## config.mk

```make
export PLATFORM = sky130hd
export DESIGN_NAME = pet_io_top
export DESIGN_NICKNAME = d
export VERILOG_FILES = /design/src/common_pkg.sv /design/src/wb_bus_if.sv /design/src/pet_io_top.sv /design/src/sys_ctrl.sv /design/src/keyboard.sv /design/src/wb_interconnect.sv /design/src/address_decoding.sv
export SDC_FILE = /design/constraint.sdc
export NUM_CORES = 1
export LEC_CHECK = 0
export BUFFER_PORTS_ARGS = -buffer_cell sky130_fd_sc_hd__buf_4
export CORE_MARGIN = 5
export CORE_UTILIZATION = 30
export DETAILED_ROUTE_END_ITERATION = 10
export GPL_ROUTABILITY_DRIVEN = 0
export GPL_TIMING_DRIVEN = 0
export HOLD_SLACK_MARGIN = 0.08
export REMOVE_ABC_BUFFERS = 1
export SLEW_MARGIN = 10
export SYNTH_ARGS = -nofsm -noshare
export SYNTH_HDL_FRONTEND = slang
export SYNTH_SLANG_ARGS = --single-unit
```

## constraint.sdc

```tcl
create_clock -name wb_clock_i -period 2 [get_ports wb_clock_i]
set_input_delay 0.3 -clock wb_clock_i [delete_from_list [all_inputs] [get_ports wb_clock_i]]
set_output_delay 0.3 -clock wb_clock_i [all_outputs]
set_load 0.005 [all_outputs]
```

## src/common_pkg.sv

```systemverilog
`default_nettype none

package common_pkg;

    // Bus widths
    localparam int DATA_WIDTH     = 8;    // CPU and Wishbone data
    localparam int WB_ADDR_WIDTH  = 8;    // Wishbone byte address
    localparam int CPU_ADDR_WIDTH = 16;   // 6502 address bus

    // Keyboard matrix dimensions
    localparam int KBD_COL_COUNT = 10;
    localparam int KBD_COL_WIDTH = 4;     // Enough bits to select one of 10 columns
    localparam int KBD_ROW_COUNT = 8;     // One bit per row, low when pressed

    // PIA register select, taken straight from CPU address bits 1:0
    localparam int PIA_RS_WIDTH = 2;

    typedef enum logic [PIA_RS_WIDTH-1:0] {
        PIA_PORTA = 2'd0,   // Port A data / DDR
        PIA_CRA   = 2'd1,   // Control register A
        PIA_PORTB = 2'd2,   // Port B data / DDR
        PIA_CRB   = 2'd3    // Control register B
    } pia_rs_t;

    // PIA1 occupies the 16 byte window E810..E81F
    localparam logic [CPU_ADDR_WIDTH-1:0] PIA1_BASE = 16'hE810;

    // Port A bits that drive the keyboard column decoder
    localparam int PIA1_PORTA_KEY_A_OUT = 0;
    localparam int PIA1_PORTA_KEY_D_OUT = 3;

    // Wishbone address bit 4 picks the target
    localparam logic WB_KBD_PAGE = 1'b0;
    localparam logic WB_SYS_PAGE = 1'b1;

    // System control register offsets, address bits 3:0
    localparam logic [3:0] SYS_REG_RESET = 4'd0;   // CPU reset request
    localparam logic [3:0] SYS_REG_GFX   = 4'd1;   // Graphics character set

endpackage

`default_nettype wire
```

## src/wb_bus_if.sv

```systemverilog
`timescale 1ns/100ps
`default_nettype none

// Wishbone B4 link between the interconnect and one peripheral
interface wb_bus_if;

    logic [common_pkg::WB_ADDR_WIDTH-1:0] adr;     // Byte address
    logic [common_pkg::DATA_WIDTH-1:0]    dat_w;   // Write data, initiator to target
    logic [common_pkg::DATA_WIDTH-1:0]    dat_r;   // Read data, valid with ack
    logic                                 we;      // High for write
    logic                                 cyc;     // Cycle in progress
    logic                                 stb;     // Strobe, doubles as target select
    logic                                 ack;     // One clock after stb
    logic                                 stall;   // Tied low by every target

    // Interconnect side
    modport initiator (
        output adr, dat_w, we, cyc, stb,
        input  dat_r, ack, stall
    );

    // Peripheral side
    modport target (
        input  adr, dat_w, we, cyc, stb,
        output dat_r, ack, stall
    );

endinterface

`default_nettype wire

```

## src/pet_io_top.sv

```systemverilog
`timescale 1ns/100ps
`default_nettype none

// PET I/O snoop subsystem, MCU Wishbone on one side, 6502 bus on the other
module pet_io_top #(
    parameter int                                    KBD_COLS  = common_pkg::KBD_COL_COUNT,
    parameter logic [common_pkg::CPU_ADDR_WIDTH-1:0] PIA1_ADDR = common_pkg::PIA1_BASE
) (
    input  wire logic                                   wb_clock_i,
    input  wire logic                                   rst_n_i,
    input  wire logic [common_pkg::WB_ADDR_WIDTH-1:0]  wb_addr_i,
    input  wire logic [common_pkg::DATA_WIDTH-1:0]     wb_data_i,
    input  wire logic                                   wb_we_i,
    input  wire logic                                   wb_cycle_i,
    input  wire logic                                   wb_strobe_i,
    output logic      [common_pkg::DATA_WIDTH-1:0]     wb_data_o,
    output logic                                        wb_ack_o,
    output logic                                        wb_stall_o,
    input  wire logic [common_pkg::CPU_ADDR_WIDTH-1:0] cpu_addr_i,
    input  wire logic                                   cpu_be_i,
    input  wire logic                                   cpu_we_i,
    input  wire logic                                   cpu_data_strobe_i,
    input  wire logic [common_pkg::DATA_WIDTH-1:0]     cpu_data_i,
    output logic      [common_pkg::DATA_WIDTH-1:0]     cpu_data_o,
    output logic                                        cpu_data_oe_o,
    output logic                                        cpu_reset_o,
    output logic                                        gfx_o
);

    logic                pia1_cs;
    common_pkg::pia_rs_t pia1_rs;

    wb_bus_if kbd_bus ();   // Interconnect to keyboard
    wb_bus_if sys_bus ();   // Interconnect to system control

    address_decoding #(.PIA1_ADDR(PIA1_ADDR)) u_decode (
        .wb_clock_i (wb_clock_i),
        .cpu_addr_i (cpu_addr_i),
        .cpu_be_i   (cpu_be_i),
        .pia1_cs_o  (pia1_cs),
        .pia1_rs_o  (pia1_rs)
    );

    wb_interconnect u_interconnect (
        .wb_clock_i  (wb_clock_i),
        .rst_n_i     (rst_n_i),
        .wb_addr_i   (wb_addr_i),
        .wb_data_i   (wb_data_i),
        .wb_we_i     (wb_we_i),
        .wb_cycle_i  (wb_cycle_i),
        .wb_strobe_i (wb_strobe_i),
        .wb_data_o   (wb_data_o),
        .wb_ack_o    (wb_ack_o),
        .wb_stall_o  (wb_stall_o),
        .kbd_bus     (kbd_bus.initiator),
        .sys_bus     (sys_bus.initiator)
    );

    keyboard #(.KBD_COLS(KBD_COLS)) u_keyboard (
        .wb_clock_i        (wb_clock_i),
        .rst_n_i           (rst_n_i),
        .bus               (kbd_bus.target),
        .cpu_be_i          (cpu_be_i),
        .cpu_we_i          (cpu_we_i),
        .cpu_data_strobe_i (cpu_data_strobe_i),
        .cpu_data_i        (cpu_data_i),
        .cpu_data_o        (cpu_data_o),
        .cpu_data_oe_o     (cpu_data_oe_o),
        .pia1_cs_i         (pia1_cs),
        .pia1_rs_i         (pia1_rs)
    );

    sys_ctrl u_sys_ctrl (
        .wb_clock_i  (wb_clock_i),
        .rst_n_i     (rst_n_i),
        .bus         (sys_bus.target),
        .cpu_reset_o (cpu_reset_o),
        .gfx_o       (gfx_o)
    );

endmodule

`default_nettype wire

```

## src/sys_ctrl.sv

```systemverilog
`timescale 1ns/100ps
`default_nettype none

// System control registers, CPU reset request and graphics flag
module sys_ctrl (
    input  wire logic wb_clock_i,
    input  wire logic rst_n_i,
    wb_bus_if.target  bus,
    output logic      cpu_reset_o,   // Holds the 6502 in reset while high
    output logic      gfx_o          // Graphics character set select
);

    localparam int PAD_W = common_pkg::DATA_WIDTH - 1;

    logic       request;
    logic [3:0] offset;   // Register offset within the page

    assign request   = bus.cyc && bus.stb;
    assign offset    = bus.adr[3:0];
    assign bus.stall = 1'b0;

    always_ff @(posedge wb_clock_i) begin
        if (!rst_n_i) begin
            bus.ack     <= 1'b0;
            cpu_reset_o <= 1'b0;
            gfx_o       <= 1'b0;
        end else begin
            bus.ack <= request;
            if (request && bus.we) begin
                case (offset)
                    common_pkg::SYS_REG_RESET: cpu_reset_o <= bus.dat_w[0];
                    common_pkg::SYS_REG_GFX:   gfx_o       <= bus.dat_w[0];
                    default: ;   // Other offsets ignore writes
                endcase
            end
        end
    end

    // Readback, unused offsets return zero
    always_ff @(posedge wb_clock_i) begin
        if (request) begin
            case (offset)
                common_pkg::SYS_REG_RESET: bus.dat_r <= {{PAD_W{1'b0}}, cpu_reset_o};
                common_pkg::SYS_REG_GFX:   bus.dat_r <= {{PAD_W{1'b0}}, gfx_o};
                default:                   bus.dat_r <= '0;
            endcase
        end
    end

    sys_ack_timing: assert property (
        @(posedge wb_clock_i) disable iff (!rst_n_i)
        request |=> bus.ack
    ) else $error("sys_ctrl ack missing one cycle after strobe");

endmodule

`default_nettype wire

```

## src/keyboard.sv

```systemverilog
`timescale 1ns/100ps
`default_nettype none

// USB and PET keyboard matrices, with PIA1 port B read intercept
module keyboard #(
    parameter int KBD_COLS = common_pkg::KBD_COL_COUNT
) (
    input  wire logic                                   wb_clock_i,
    input  wire logic                                   rst_n_i,
    wb_bus_if.target                                    bus,
    input  wire logic                                   cpu_be_i,
    input  wire logic                                   cpu_we_i,
    input  wire logic                                   cpu_data_strobe_i,  // cpu_data_i valid
    input  wire logic [common_pkg::DATA_WIDTH-1:0]     cpu_data_i,
    output logic      [common_pkg::DATA_WIDTH-1:0]     cpu_data_o,
    output logic                                        cpu_data_oe_o,      // Intercepting read
    input  wire logic                                   pia1_cs_i,
    input  wire common_pkg::pia_rs_t                    pia1_rs_i
);

    localparam int COL_W = common_pkg::KBD_COL_WIDTH;
    localparam int ROW_W = common_pkg::KBD_ROW_COUNT;

    // All ones means no key down
    logic [KBD_COLS-1:0][ROW_W-1:0] usb_kbd;   // Written by MCU
    logic [KBD_COLS-1:0][ROW_W-1:0] pet_kbd;   // Snooped from real CPU reads

    logic [COL_W-1:0] wb_col;
    logic             wb_col_ok;
    logic             wb_request;
    logic [COL_W-1:0] selected_col;        // Last column written to port A
    logic             sel_col_ok;
    logic [ROW_W-1:0] selected_row_data;   // USB row for selected column, one clock behind
    logic             pia_strobe;
    logic             port_b_read;         // CPU read cycle on PIA1 port B

    assign wb_col     = bus.adr[COL_W-1:0];
    assign wb_col_ok  = (wb_col < KBD_COLS);
    assign wb_request = bus.cyc && bus.stb;
    assign sel_col_ok = (selected_col < KBD_COLS);

    assign bus.stall = 1'b0;   // Always single cycle

    // MCU side
    always_ff @(posedge wb_clock_i) begin
        if (!rst_n_i) begin
            bus.ack <= 1'b0;
            usb_kbd <= '1;
        end else begin
            bus.ack <= wb_request;
            if (wb_request && bus.we && wb_col_ok) begin
                usb_kbd[wb_col] <= bus.dat_w;
            end
        end
    end

    // Reads and writes both return the snooped PET column
    always_ff @(posedge wb_clock_i) begin
        if (wb_request) begin
            bus.dat_r <= wb_col_ok ? pet_kbd[wb_col] : '1;
        end
    end

    assign pia_strobe  = pia1_cs_i && cpu_data_strobe_i;
    assign port_b_read = cpu_be_i && !cpu_we_i && pia1_cs_i
                         && (pia1_rs_i == common_pkg::PIA_PORTB);

    // CPU side snoop
    always_ff @(posedge wb_clock_i) begin
        if (!rst_n_i) begin
            selected_col      <= '0;
            selected_row_data <= '1;
            pet_kbd           <= '1;
        end else begin
            // Columns past the matrix read as no keys, as on the real decoder
            selected_row_data <= sel_col_ok ? usb_kbd[selected_col] : '1;

            if (pia_strobe && cpu_we_i && pia1_rs_i == common_pkg::PIA_PORTA) begin
                selected_col <= cpu_data_i[common_pkg::PIA1_PORTA_KEY_D_OUT:
                                           common_pkg::PIA1_PORTA_KEY_A_OUT];
            end

            // Real matrix value as seen by the 6502
            if (pia_strobe && !cpu_we_i && pia1_rs_i == common_pkg::PIA_PORTB
                    && sel_col_ok) begin
                pet_kbd[selected_col] <= cpu_data_i;
            end
        end
    end

    // Intercept, drive only while a USB key is down in this column
    always_ff @(posedge wb_clock_i) begin
        if (!rst_n_i) begin
            cpu_data_oe_o <= 1'b0;
        end else begin
            cpu_data_oe_o <= port_b_read && (selected_row_data != '1);
        end
    end

    always_ff @(posedge wb_clock_i) begin
        if (port_b_read) begin
            cpu_data_o <= selected_row_data;   // Row registered in the read cycle
        end
    end

    kbd_ack_timing: assert property (
        @(posedge wb_clock_i) disable iff (!rst_n_i)
        wb_request |=> bus.ack
    ) else $error("keyboard ack missing one cycle after strobe");

    // Bus contention guard, oe only right after a port B read
    oe_needs_port_b: assert property (
        @(posedge wb_clock_i) disable iff (!rst_n_i)
        cpu_data_oe_o |-> $past(port_b_read)
    ) else $error("cpu_data_oe_o without a PIA1 port B read");

endmodule

`default_nettype wire

```

## src/wb_interconnect.sv

```systemverilog
`timescale 1ns/100ps
`default_nettype none

// Single master Wishbone fabric, address bit 4 picks keyboard or system control
module wb_interconnect (
    input  wire logic                                   wb_clock_i,
    input  wire logic                                   rst_n_i,
    input  wire logic [common_pkg::WB_ADDR_WIDTH-1:0]  wb_addr_i,
    input  wire logic [common_pkg::DATA_WIDTH-1:0]     wb_data_i,
    input  wire logic                                   wb_we_i,
    input  wire logic                                   wb_cycle_i,
    input  wire logic                                   wb_strobe_i,
    output logic      [common_pkg::DATA_WIDTH-1:0]     wb_data_o,
    output logic                                        wb_ack_o,
    output logic                                        wb_stall_o,
    wb_bus_if.initiator                                 kbd_bus,
    wb_bus_if.initiator                                 sys_bus
);

    localparam int PAGE_BIT = 4;   // Bits above this must be zero

    logic request;        // Valid MCU strobe this cycle
    logic mapped;         // Address lands in one of the two pages
    logic page;
    logic unmapped_ack;   // Local answer for holes in the map

    assign request = wb_cycle_i && wb_strobe_i;
    assign mapped  = (wb_addr_i[common_pkg::WB_ADDR_WIDTH-1:PAGE_BIT+1] == '0);
    assign page    = wb_addr_i[PAGE_BIT];

    // Shared request lines fan out to both targets
    assign kbd_bus.adr   = wb_addr_i;
    assign kbd_bus.dat_w = wb_data_i;
    assign kbd_bus.we    = wb_we_i;
    assign kbd_bus.cyc   = wb_cycle_i;
    assign sys_bus.adr   = wb_addr_i;
    assign sys_bus.dat_w = wb_data_i;
    assign sys_bus.we    = wb_we_i;
    assign sys_bus.cyc   = wb_cycle_i;

    // Strobe only the addressed target
    assign kbd_bus.stb = wb_strobe_i && mapped && (page == common_pkg::WB_KBD_PAGE);
    assign sys_bus.stb = wb_strobe_i && mapped && (page == common_pkg::WB_SYS_PAGE);

    // Unmapped access still completes in one clock so the MCU never hangs
    always_ff @(posedge wb_clock_i) begin
        if (!rst_n_i) begin
            unmapped_ack <= 1'b0;
        end else begin
            unmapped_ack <= request && !mapped;
        end
    end

    // Each target's data only counts while it acks, unmapped reads give zero
    assign wb_data_o = ({common_pkg::DATA_WIDTH{kbd_bus.ack}} & kbd_bus.dat_r)
                     | ({common_pkg::DATA_WIDTH{sys_bus.ack}} & sys_bus.dat_r);
    assign wb_ack_o   = kbd_bus.ack || sys_bus.ack || unmapped_ack;
    assign wb_stall_o = kbd_bus.stall || sys_bus.stall;

    ack_after_strobe: assert property (
        @(posedge wb_clock_i) disable iff (!rst_n_i)
        wb_ack_o |-> $past(request)
    ) else $error("wb_ack_o without a strobe one cycle earlier");

    // Targets and the local responder must never answer together
    single_responder: assert property (
        @(posedge wb_clock_i) disable iff (!rst_n_i)
        $onehot0({kbd_bus.ack, sys_bus.ack, unmapped_ack})
    ) else $error("more than one Wishbone responder acked");

endmodule

`default_nettype wire

```

## src/address_decoding.sv

```systemverilog
`timescale 1ns/100ps
`default_nettype none

// CPU address decode for the PIA1 window
module address_decoding #(
    parameter logic [common_pkg::CPU_ADDR_WIDTH-1:0] PIA1_ADDR = common_pkg::PIA1_BASE
) (
    input  wire logic                                    wb_clock_i,  // Only used by the check
    input  wire logic [common_pkg::CPU_ADDR_WIDTH-1:0]  cpu_addr_i,
    input  wire logic                                    cpu_be_i,    // CPU bus cycle valid
    output logic                                         pia1_cs_o,
    output common_pkg::pia_rs_t                          pia1_rs_o
);

    // Window is 16 bytes, so compare everything above bit 3
    localparam int WIN_LSB = 4;

    logic window_hit;

    assign window_hit = (cpu_addr_i[common_pkg::CPU_ADDR_WIDTH-1:WIN_LSB]
                         == PIA1_ADDR[common_pkg::CPU_ADDR_WIDTH-1:WIN_LSB]);

    assign pia1_cs_o = cpu_be_i && window_hit;   // No select outside a bus cycle

    // Register select from A1:A0, the PIA mirrors across the rest of the window
    always_comb begin
        case (cpu_addr_i[common_pkg::PIA_RS_WIDTH-1:0])
            2'd0:    pia1_rs_o = common_pkg::PIA_PORTA;
            2'd1:    pia1_rs_o = common_pkg::PIA_CRA;
            2'd2:    pia1_rs_o = common_pkg::PIA_PORTB;
            default: pia1_rs_o = common_pkg::PIA_CRB;
        endcase
    end

    // A select without a bus cycle would let the keyboard snoop garbage
    cs_needs_be: assert property (
        @(posedge wb_clock_i) !cpu_be_i |-> !pia1_cs_o
    ) else $error("pia1_cs_o high while cpu_be_i low");

endmodule

`default_nettype wire

```

==> results of run 1 <==
[worst register-to-register path, delay by kind of cell (launching register included)]
family	cells	cell delay, ns
DFF	1	0.45
AOI/OAI and AO/OA	1	0.28
and+or+nand+nor	3	1.09
[routing by layer]
metal  vias up  global-route usage, %  part of all wire, %
li1       3470                      -                    -
met1      3547                  19.35                   47
met2       211                  22.60                   46
met3        29                  2.829                  5.0
met4         0                  4.141                  1.7
met5         -                      0                    0
[placed cells by master, fill, tap and decap left out, types with 8 or more instances in the layout]
| master | count |
|---|---|
| nor2b_1 | 11 |
| nand2_1 | 30 |
| a211oi_1 | 8 |
| and2_1 | 10 |
| o31ai_2 | 20 |
| nand4_1 | 71 |
| o31ai_1 | 12 |
| mux2i_1 | 81 |
| a21oi_1 | 12 |
| clkbuf_16 | 17 |
| edfxtp_1 | 17 |
| mux4_2 | 32 |
| a31oi_1 | 8 |
| dfxtp_1 | 175 |
| o21ai_1 | 9 |
| nand3_1 | 70 |
| o211ai_1 | 29 |
| a22oi_1 | 8 |
| o21ai_0 | 60 |
| nor2_1 | 93 |
| buf_4 | 75 |
[sequential cells by signal (all words and copies together) (netlist names)]
name and count:
u_keyboard.usb_kbd 80, u_keyboard.pet_kbd 80, u_sys_ctrl.bus.dat_r 1, u_keyboard.cpu_data_oe_o 1, u_keyboard.selected_row_data 8, u_keyboard.selected_col 4, u_keyboard.bus.ack 1, u_sys_ctrl.bus.ack 1
u_interconnect.unmapped_ack 1, u_keyboard.cpu_data_o 8, u_sys_ctrl.gfx_o 1, u_sys_ctrl.cpu_reset_o 1, u_keyboard.bus.dat_r 8
[where the power goes]
| group | internal [mW] | switching (mW) | total [mW] |
|---|---|---|---|
| registers | 3.93 | 0.000989 | 3.93 |
| logic | 0.127 | 0.268 | 0.395 |
| clock network | 1.99 | 1.56 | 3.55 |
| total | 6.04 | 1.83 | 7.87 |
[final cells by class]
type	count	area, sq um
clock inverter	14	175.2
sequential	195	4083
multi-input combinational	624	4659
timing repair buffer	84	713.2
clock buffer	18	429.2
inverter	5	22.52
tap	390	488.0
fill	2996	19230
[worst paths after layout]
check	start	endpoint	slack, ns
worst min register to register	u_keyboard.selected_row_data[7]$_SDFF_PN1_	u_keyboard.cpu_data_o[7]$_DFFE_PP_	0.44
worst max-delay path	u_keyboard.selected_col[1]$_SDFFE_PN0P_	u_keyboard.pet_kbd[0]$_SDFFE_PN1P_	0.03
worst max register to register	u_keyboard.selected_col[1]$_SDFFE_PN0P_	u_keyboard.pet_kbd[0]$_SDFFE_PN1P_	0.03
worst min-delay path	wb_addr_i[4]	u_keyboard.bus.ack$_SDFF_PN0_	0.11
[logic make-up (layout without fill, tap and decap cells)]
kind of cell | after synthesis | in the layout | synth area share [%]
other | 1 | 1 | 0.04130
multiplexers | 113 | 113 | 16.87
buffers and inverters | 104 | 121 | 4.919
AND/OR/NAND/NOR | 334 | 336 | 20.09
flip-flops | 195 | 195 | 44.87
AO/OA/AOI/OAI | 174 | 174 | 13.22
[what timing repair did]
| item | in CTS | in global routing |
|---|---|---|
| gates cloned | 1 | 1 |
| endpoints found under the setup margin | 131 | 79 |
| pin swaps | 9 | 1 |
| gates resized for setup | 24 | 3 |
| buffers inserted | 12 | 1 |
[per-stage QoR]
stage | worst slack [ns] | power [mW] | area, sq um
global placement | -3.556 | 4.390 | 9628
CTS | 0.007624 | 7.916 | 10540
finish | 0.03005 | 7.874 | 10570
floorplan | -1.582 | 4.153 | 8652
global route | -0.06920 | 8.114 | 10570
detailed placement | -0.8498 | 4.399 | 9747
==> impl_results.md, run 1 <==
- Status: completed
- Final core occ: 35.47%
- Initial DRC count: 533
- Top_reg_cell synth: dfxtp_1
- Final period utilization: 98.50%
- Buffers plus inverters on the worst setup path: 0
- Die Ht: 184.0 um
- Maximum root-to-sink buffer count: 2
- Final WL: 24560 um
- GRT Residual Overflow: 0
- Buffers on Ports: 65
- WS Path Type: reg -> reg
- Die Span X: 184.0 um
- Initial antenna violation count: 0
- Antenna diode count: 0
- Area Growth Syn to Fin: 16.41%
- Yosys warnings: 0
- Flops & latches, synth: 195
- Via count: 7257
- Post-CTS Hold Buffers: 0
- Top cell type's share of synthesized area: 39.24%
- Clk Latency, worst-skew pair: 0.43 ns
- Worst path top cell family by delay: simple AND/OR/NAND/NOR gates
- Gr usage total: 14.11%
- WL per Instance: 18.47 um
- Worst R2R Path Depth: 4
- I/O pin total: 69
- Hold depth: 2
- Remaining antenna violation count: 0
- Ranking of synthesized cells by area: dfxtp_1 (39%), mux2i_1 (8.9%), mux4_2 (7.9%)
- Filler-free cell count of the finished design: 1330
- Clock skew: 0.007096 ns
- Initial core utilization: 30.47%
- Cell Chain, Critical Path: or3b_4, or3_4, o31ai_1, nand3_1
- Average size of a mapped cell: 9.859 sq um
- CP Launch Type: flop
- # setup viols final: 0
- Hold Path Class: in -> reg
- Seq/Total Area, Yosys: 44.87%
- Max Cap Viol: 0
- Yosys top cell by area: dfxtp_1
- Final Hold Slack: 0.1102 ns
- Minimum clock period: 1.970 ns
- RSZ-0062 raised after global routing: true
- Worst-path clk slew: 0.07 ns
- Setup TNS: 0 ns
- Largest net degree at the start of global routing: 102
- Max incr delay on CP: 0.49 ns
- Clock Sinks: 195
- CORE AREA: 29800 sq um
- Worst slew pin tran: 1.052 ns
- CTS root buf: clkbuf_16
- Final Slew Violations: 0
- Die area: 33850 sq um
- DRT Pass-1 Iters: 5
- Achievable Freq: 507.6 MHz
- Most frequent cell after synthesis: dfxtp_1
- Cts bufs inserted: 17
- Worst IR Drop VDD: 0.0004941 V
- Post-synth top cells: dfxtp_1 (178), nor2_1 (96), mux2i_1 (81)
- Slew HR: 29.31%
- Slowest library cell on the worst path: or3_4
- Syn Inst Count: 921
- Final hold vios: 0
- Critical path arrival: 2.24 ns
- Max Fanout on Critical Path: 23
- Via-per-instance ratio: 5.456
- First-pass GRT wire length: 38500 um
- Post-DP HPWL: 15550 um
- CTS tree: built
- Power Dens Cells: 744.9 nW/um^2
- Worst EP required: 2.27 ns
- DRC viols: 0
- Critical Path Sink Type: flop
- Post-Synthesis Cell Area: 9080 sq um
- Vias in the first global route: 7046
- Fin nets: 975
- Post-synth ARST share: 0%
- Placed cells: 1283
- Num rows: 63
- Pleak: 3.853 nW
- WP depth: 4
- Synth unique cells: 57
- Number of synthesized flops with an enable pin: 17
- Share of cells above drive strength 1: 21.28%
- H-tree depth: 4
(Power assumes the default switching activity.)
==> run 2, diff against run 1 <==
ABC_AREA = 1   (was default)
==> run 2 against run 1 <==
Synthesized area down 1.3%. Clock skew hardly changed. Via count up 15%. Total power increased by 0.12%. Combinational power grew 42%. Core utilization decreased by 0.19 points. First-iteration DRC count rose by 40%. Wire length is 11% higher. Die area fell by 1.3%. Register-to-register slack better by 0.10 ns.
==> impl_results.md, run 2 <==
- Flops & latches, synth: 195 (unchanged)
- Reg-to-Reg End: u_keyboard.pet_kbd[58]$_SDFFE_PN1P_
- Post-Synthesis Cell Area: 8959 sq um (-1.3%)
- Critical Path Sink Type: flop
- Final WL: 27280 um (+11%)
- Filler cells: 3054 (+1.9%)
- Ranking of synthesized cells by area: dfxtp_1 (40%), nand2_1 (13%), nand4_1 (12%)
- Initial antenna violation count: 1 (+1)
- Clk Latency, worst-skew pair: 0.44 ns (about the same)
- Yosys top cell by area: dfxtp_1
- Largest net degree at the start of global routing: 90 (-12%)
- Synth unique cells: 31 (-46%)
- Final period utilization: 93.43% (-5.1 points)
- Num rows: 63 (unchanged)
- Syn Inst Count: 1124 (+22%)
- Final hold vios: 0 (unchanged)
- Antenna diode count: 0 (unchanged)
- Hold Path Class: in -> reg
- Die area: 33420 sq um (-1.3%)
- Status: completed
- Setup ws final: 0.1315 ns (+0.1014 ns)
- Clock skew: 0.006760 ns (-0.0003367 ns)
- Average size of a mapped cell: 7.970 sq um (-19%)
- Critical path arrival: 2.17 ns (-0.07 ns)
- WL per Instance: 17.65 um (-4.4%)
- Gr usage total: 15.95% (+1.8 points)
- Post-DP HPWL: 17450 um (+12%)
- CP dominant cell by count: nand2_1
- Remaining antenna violation count: 0 (unchanged)
- Worst setup endpoint: u_keyboard.pet_kbd[58]$_SDFFE_PN1P_
- Via count: 8340 (+15%)
- Most frequent cell after synthesis: nand2_1
- Initial core utilization: 30.31% (-0.17 points)
- Achievable Freq: 535.2 MHz (+5.4%)
- Worst IR Drop VDD: 0.0005755 V (+16%)
- Seq/Total Area, Yosys: 45.47% (+0.61 points)
- Cell Chain, Critical Path: nand2_1, nor2_2, nand4_2, nand2_1, nand3_1
- Post-synth top cells: nand2_1 (303), dfxtp_1 (178), nand4_1 (172), nand3_1 (168), a22oi_1 (49)
- Max incr delay on CP: 0.47 ns (-0.02 ns)
- # setup viols final: 0 (unchanged)
- Minimum clock period: 1.869 ns (-0.1014 ns)
- Post-synth ARST share: 0% (unchanged)
- Most common cell after layout, fill and taps aside: nand2_1
- Via-per-instance ratio: 5.398 (-1.1%)
- Slew HR: 49.51% (+20 points)
- Power Total: 7.883 mW (+0.12%)
- Vias in the first global route: 7872 (+12%)
- Fin nets: 1190 (+22%)
- Reg-to-reg slack, setup: 0.13 ns (+0.10 ns)
- Maximum root-to-sink buffer count: 2 (unchanged)
- Share of cells above drive strength 1: 15.84% (-5.4 points)
- Max Cap Viol: 0 (unchanged)
- DRT Pass-1 Iters: 5 (unchanged)
- Setup TNS: 0 ns (unchanged)
- R2r startpoint: u_keyboard.selected_col[0]$_SDFFE_PN0P_
- I/O pin total: 69 (unchanged)
- Max Fanout on Critical Path: 9 (-61%)
- Slowest library cell on the worst path: dfxtp_1
- Top_reg_cell synth: dfxtp_1
- Most frequent cells in the layout: nand2_1 (302), dfxtp_1 (178), nand4_1 (172), nand3_1 (168), buf_4 (68)
- Initial DRC count: 744 (+40%)
- CP Launch Type: flop
- DRC viols: 0 (unchanged)
- Worst R2R Path Depth: 5 (+1)
- Buffers on Ports: 65 (unchanged)
- Worst EP required: 2.30 ns (+0.03 ns)
- RSZ-0062 raised after global routing: false
- GRT Residual Overflow: 0 (unchanged)
- Filler-free cell count of the finished design: 1545 (+16%)
- Setup crit start: u_keyboard.selected_col[0]$_SDFFE_PN0P_
- CTS tree: built
- Pleak: 4.596 nW (+19%)
- WS Path Type: reg -> reg
- Area Growth Syn to Fin: 16.44% (about the same)
- Cts bufs inserted: 17 (unchanged)
- Final Slew Violations: 0 (unchanged)
- Power Dens Cells: 755.7 nW/um^2 (+1.4%)
- Yosys warnings: 0 (unchanged)
- Die Ht: 182.8 um (-0.63%)
- Clock Sinks: 195 (unchanged)
- Placed cells: 1506 (+17%)
- CORE AREA: 29560 sq um (-0.79%)
- Worst-path clk slew: 0.07 ns (about the same)
- Pre-CTS WS: -0.6117 ns (+0.2381 ns)
- Number of synthesized flops with an enable pin: 17 (unchanged)
- H-tree depth: 4 (unchanged)
- First-pass GRT wire length: 43250 um (+12%)
- Worst slew pin tran: 0.7573 ns (-0.2950 ns)
- Largest regs: u_keyboard.pet_kbd: 80 flops, u_keyboard.usb_kbd: 80 flops
- Die Span X: 182.8 um (-0.63%)
- CTS root buf: clkbuf_16
- Top cell type's share of synthesized area: 39.78% (+0.53 points)
==> run 2: power by group <==
group          switching [mW]  total, mW  internal [mW]
Combinational           0.402      0.559          0.157
Clock                    1.64       3.39           1.75
Sequential            0.00118       3.94           3.94
==> run 2: layout make-up <==
| class | instances | area [sq um] | share of cell area (%) |
|---|---|---|---|
| clock buffers | 17 | 425.4 | 4.078 |
| repair buffers | 80 | 757.0 | 7.257 |
| clock inverters | 15 | 148.9 | 1.427 |
| multi-input cells | 799 | 4354 | 41.74 |
| inverters | 49 | 183.9 | 1.763 |
| well taps | 390 | 488.0 | 4.678 |
| flip-flops and latches | 195 | 4074 | 39.05 |
==> run 2: cells by family (layout without fill, tap and decap cells) <==
family / after synthesis / after routing / synth area share, %
DFF: 195 / 195 / 45.47
other: 1 / 1 / 0.04186
AOI/OAI and AO/OA: 79 / 79 / 5.992
buffers and inverters: 132 / 161 / 6.536
and+or+nand+nor: 717 / 719 / 41.96
==> run 2: through the flow <==
step                      hold WS, ns  util (%)  cell area (sq um)
after CTS                      0.1150     35.19              10400
after global routing           0.1265     35.29              10430
after global placement         0.4187     32.25               9533
after detailed placement       0.4169     33.11               9787
final                          0.1235     35.29              10430
after floorplan                0.3793         -               8557
==> run 2: what timing repair did <==
action                                 4_1_cts  5_1_grt
gates cloned                                 0        2
setup endpoints to repair                   28       59
setup buffers                                2        2
gates resized for setup                      3        1
pin swaps                                    2        4
endpoints found under the hold margin        1        0
hold buffers                                 1        0
==> run 2: worst min path at each step <==
stage	start	endpoint	slack, ns	cells past startpoint
2_1_floorplan	wb_addr_i[4]	u_keyboard.bus.ack$_SDFF_PN0_	0.38	1
3_3_place_gp	u_keyboard.selected_row_data[2]$_SDFF_PN1_	u_keyboard.cpu_data_o[2]$_DFFE_PP_	0.42	0
3_5_place_dp	u_keyboard.selected_row_data[2]$_SDFF_PN1_	u_keyboard.cpu_data_o[2]$_DFFE_PP_	0.42	0
4_1_cts	wb_strobe_i	u_interconnect.unmapped_ack$_SDFF_PN0_	0.11	3
5_1_grt	wb_strobe_i	u_interconnect.unmapped_ack$_SDFF_PN0_	0.13	3
6_report	wb_strobe_i	u_interconnect.unmapped_ack$_SDFF_PN0_	0.12	3
==> run 2: layer usage <==
| metal | global-route usage (%) | vias to the layer above | wire, um |
|---|---|---|---|
| met5 | 0 | - | 13 |
| met4 | 4.350 | 2 | 435 |
| met3 | 3.332 | 36 | 1814 |
| met2 | 25.14 | 275 | 12740 |
| met1 | 22.34 | 3995 | 12270 |
| li1 | - | 4032 | - |
==> run 2: critical path, delay by kind of cell (launching register included) <==
family,cells,cell delay [ns]
flops,1,0.47
simple gates,5,1.25
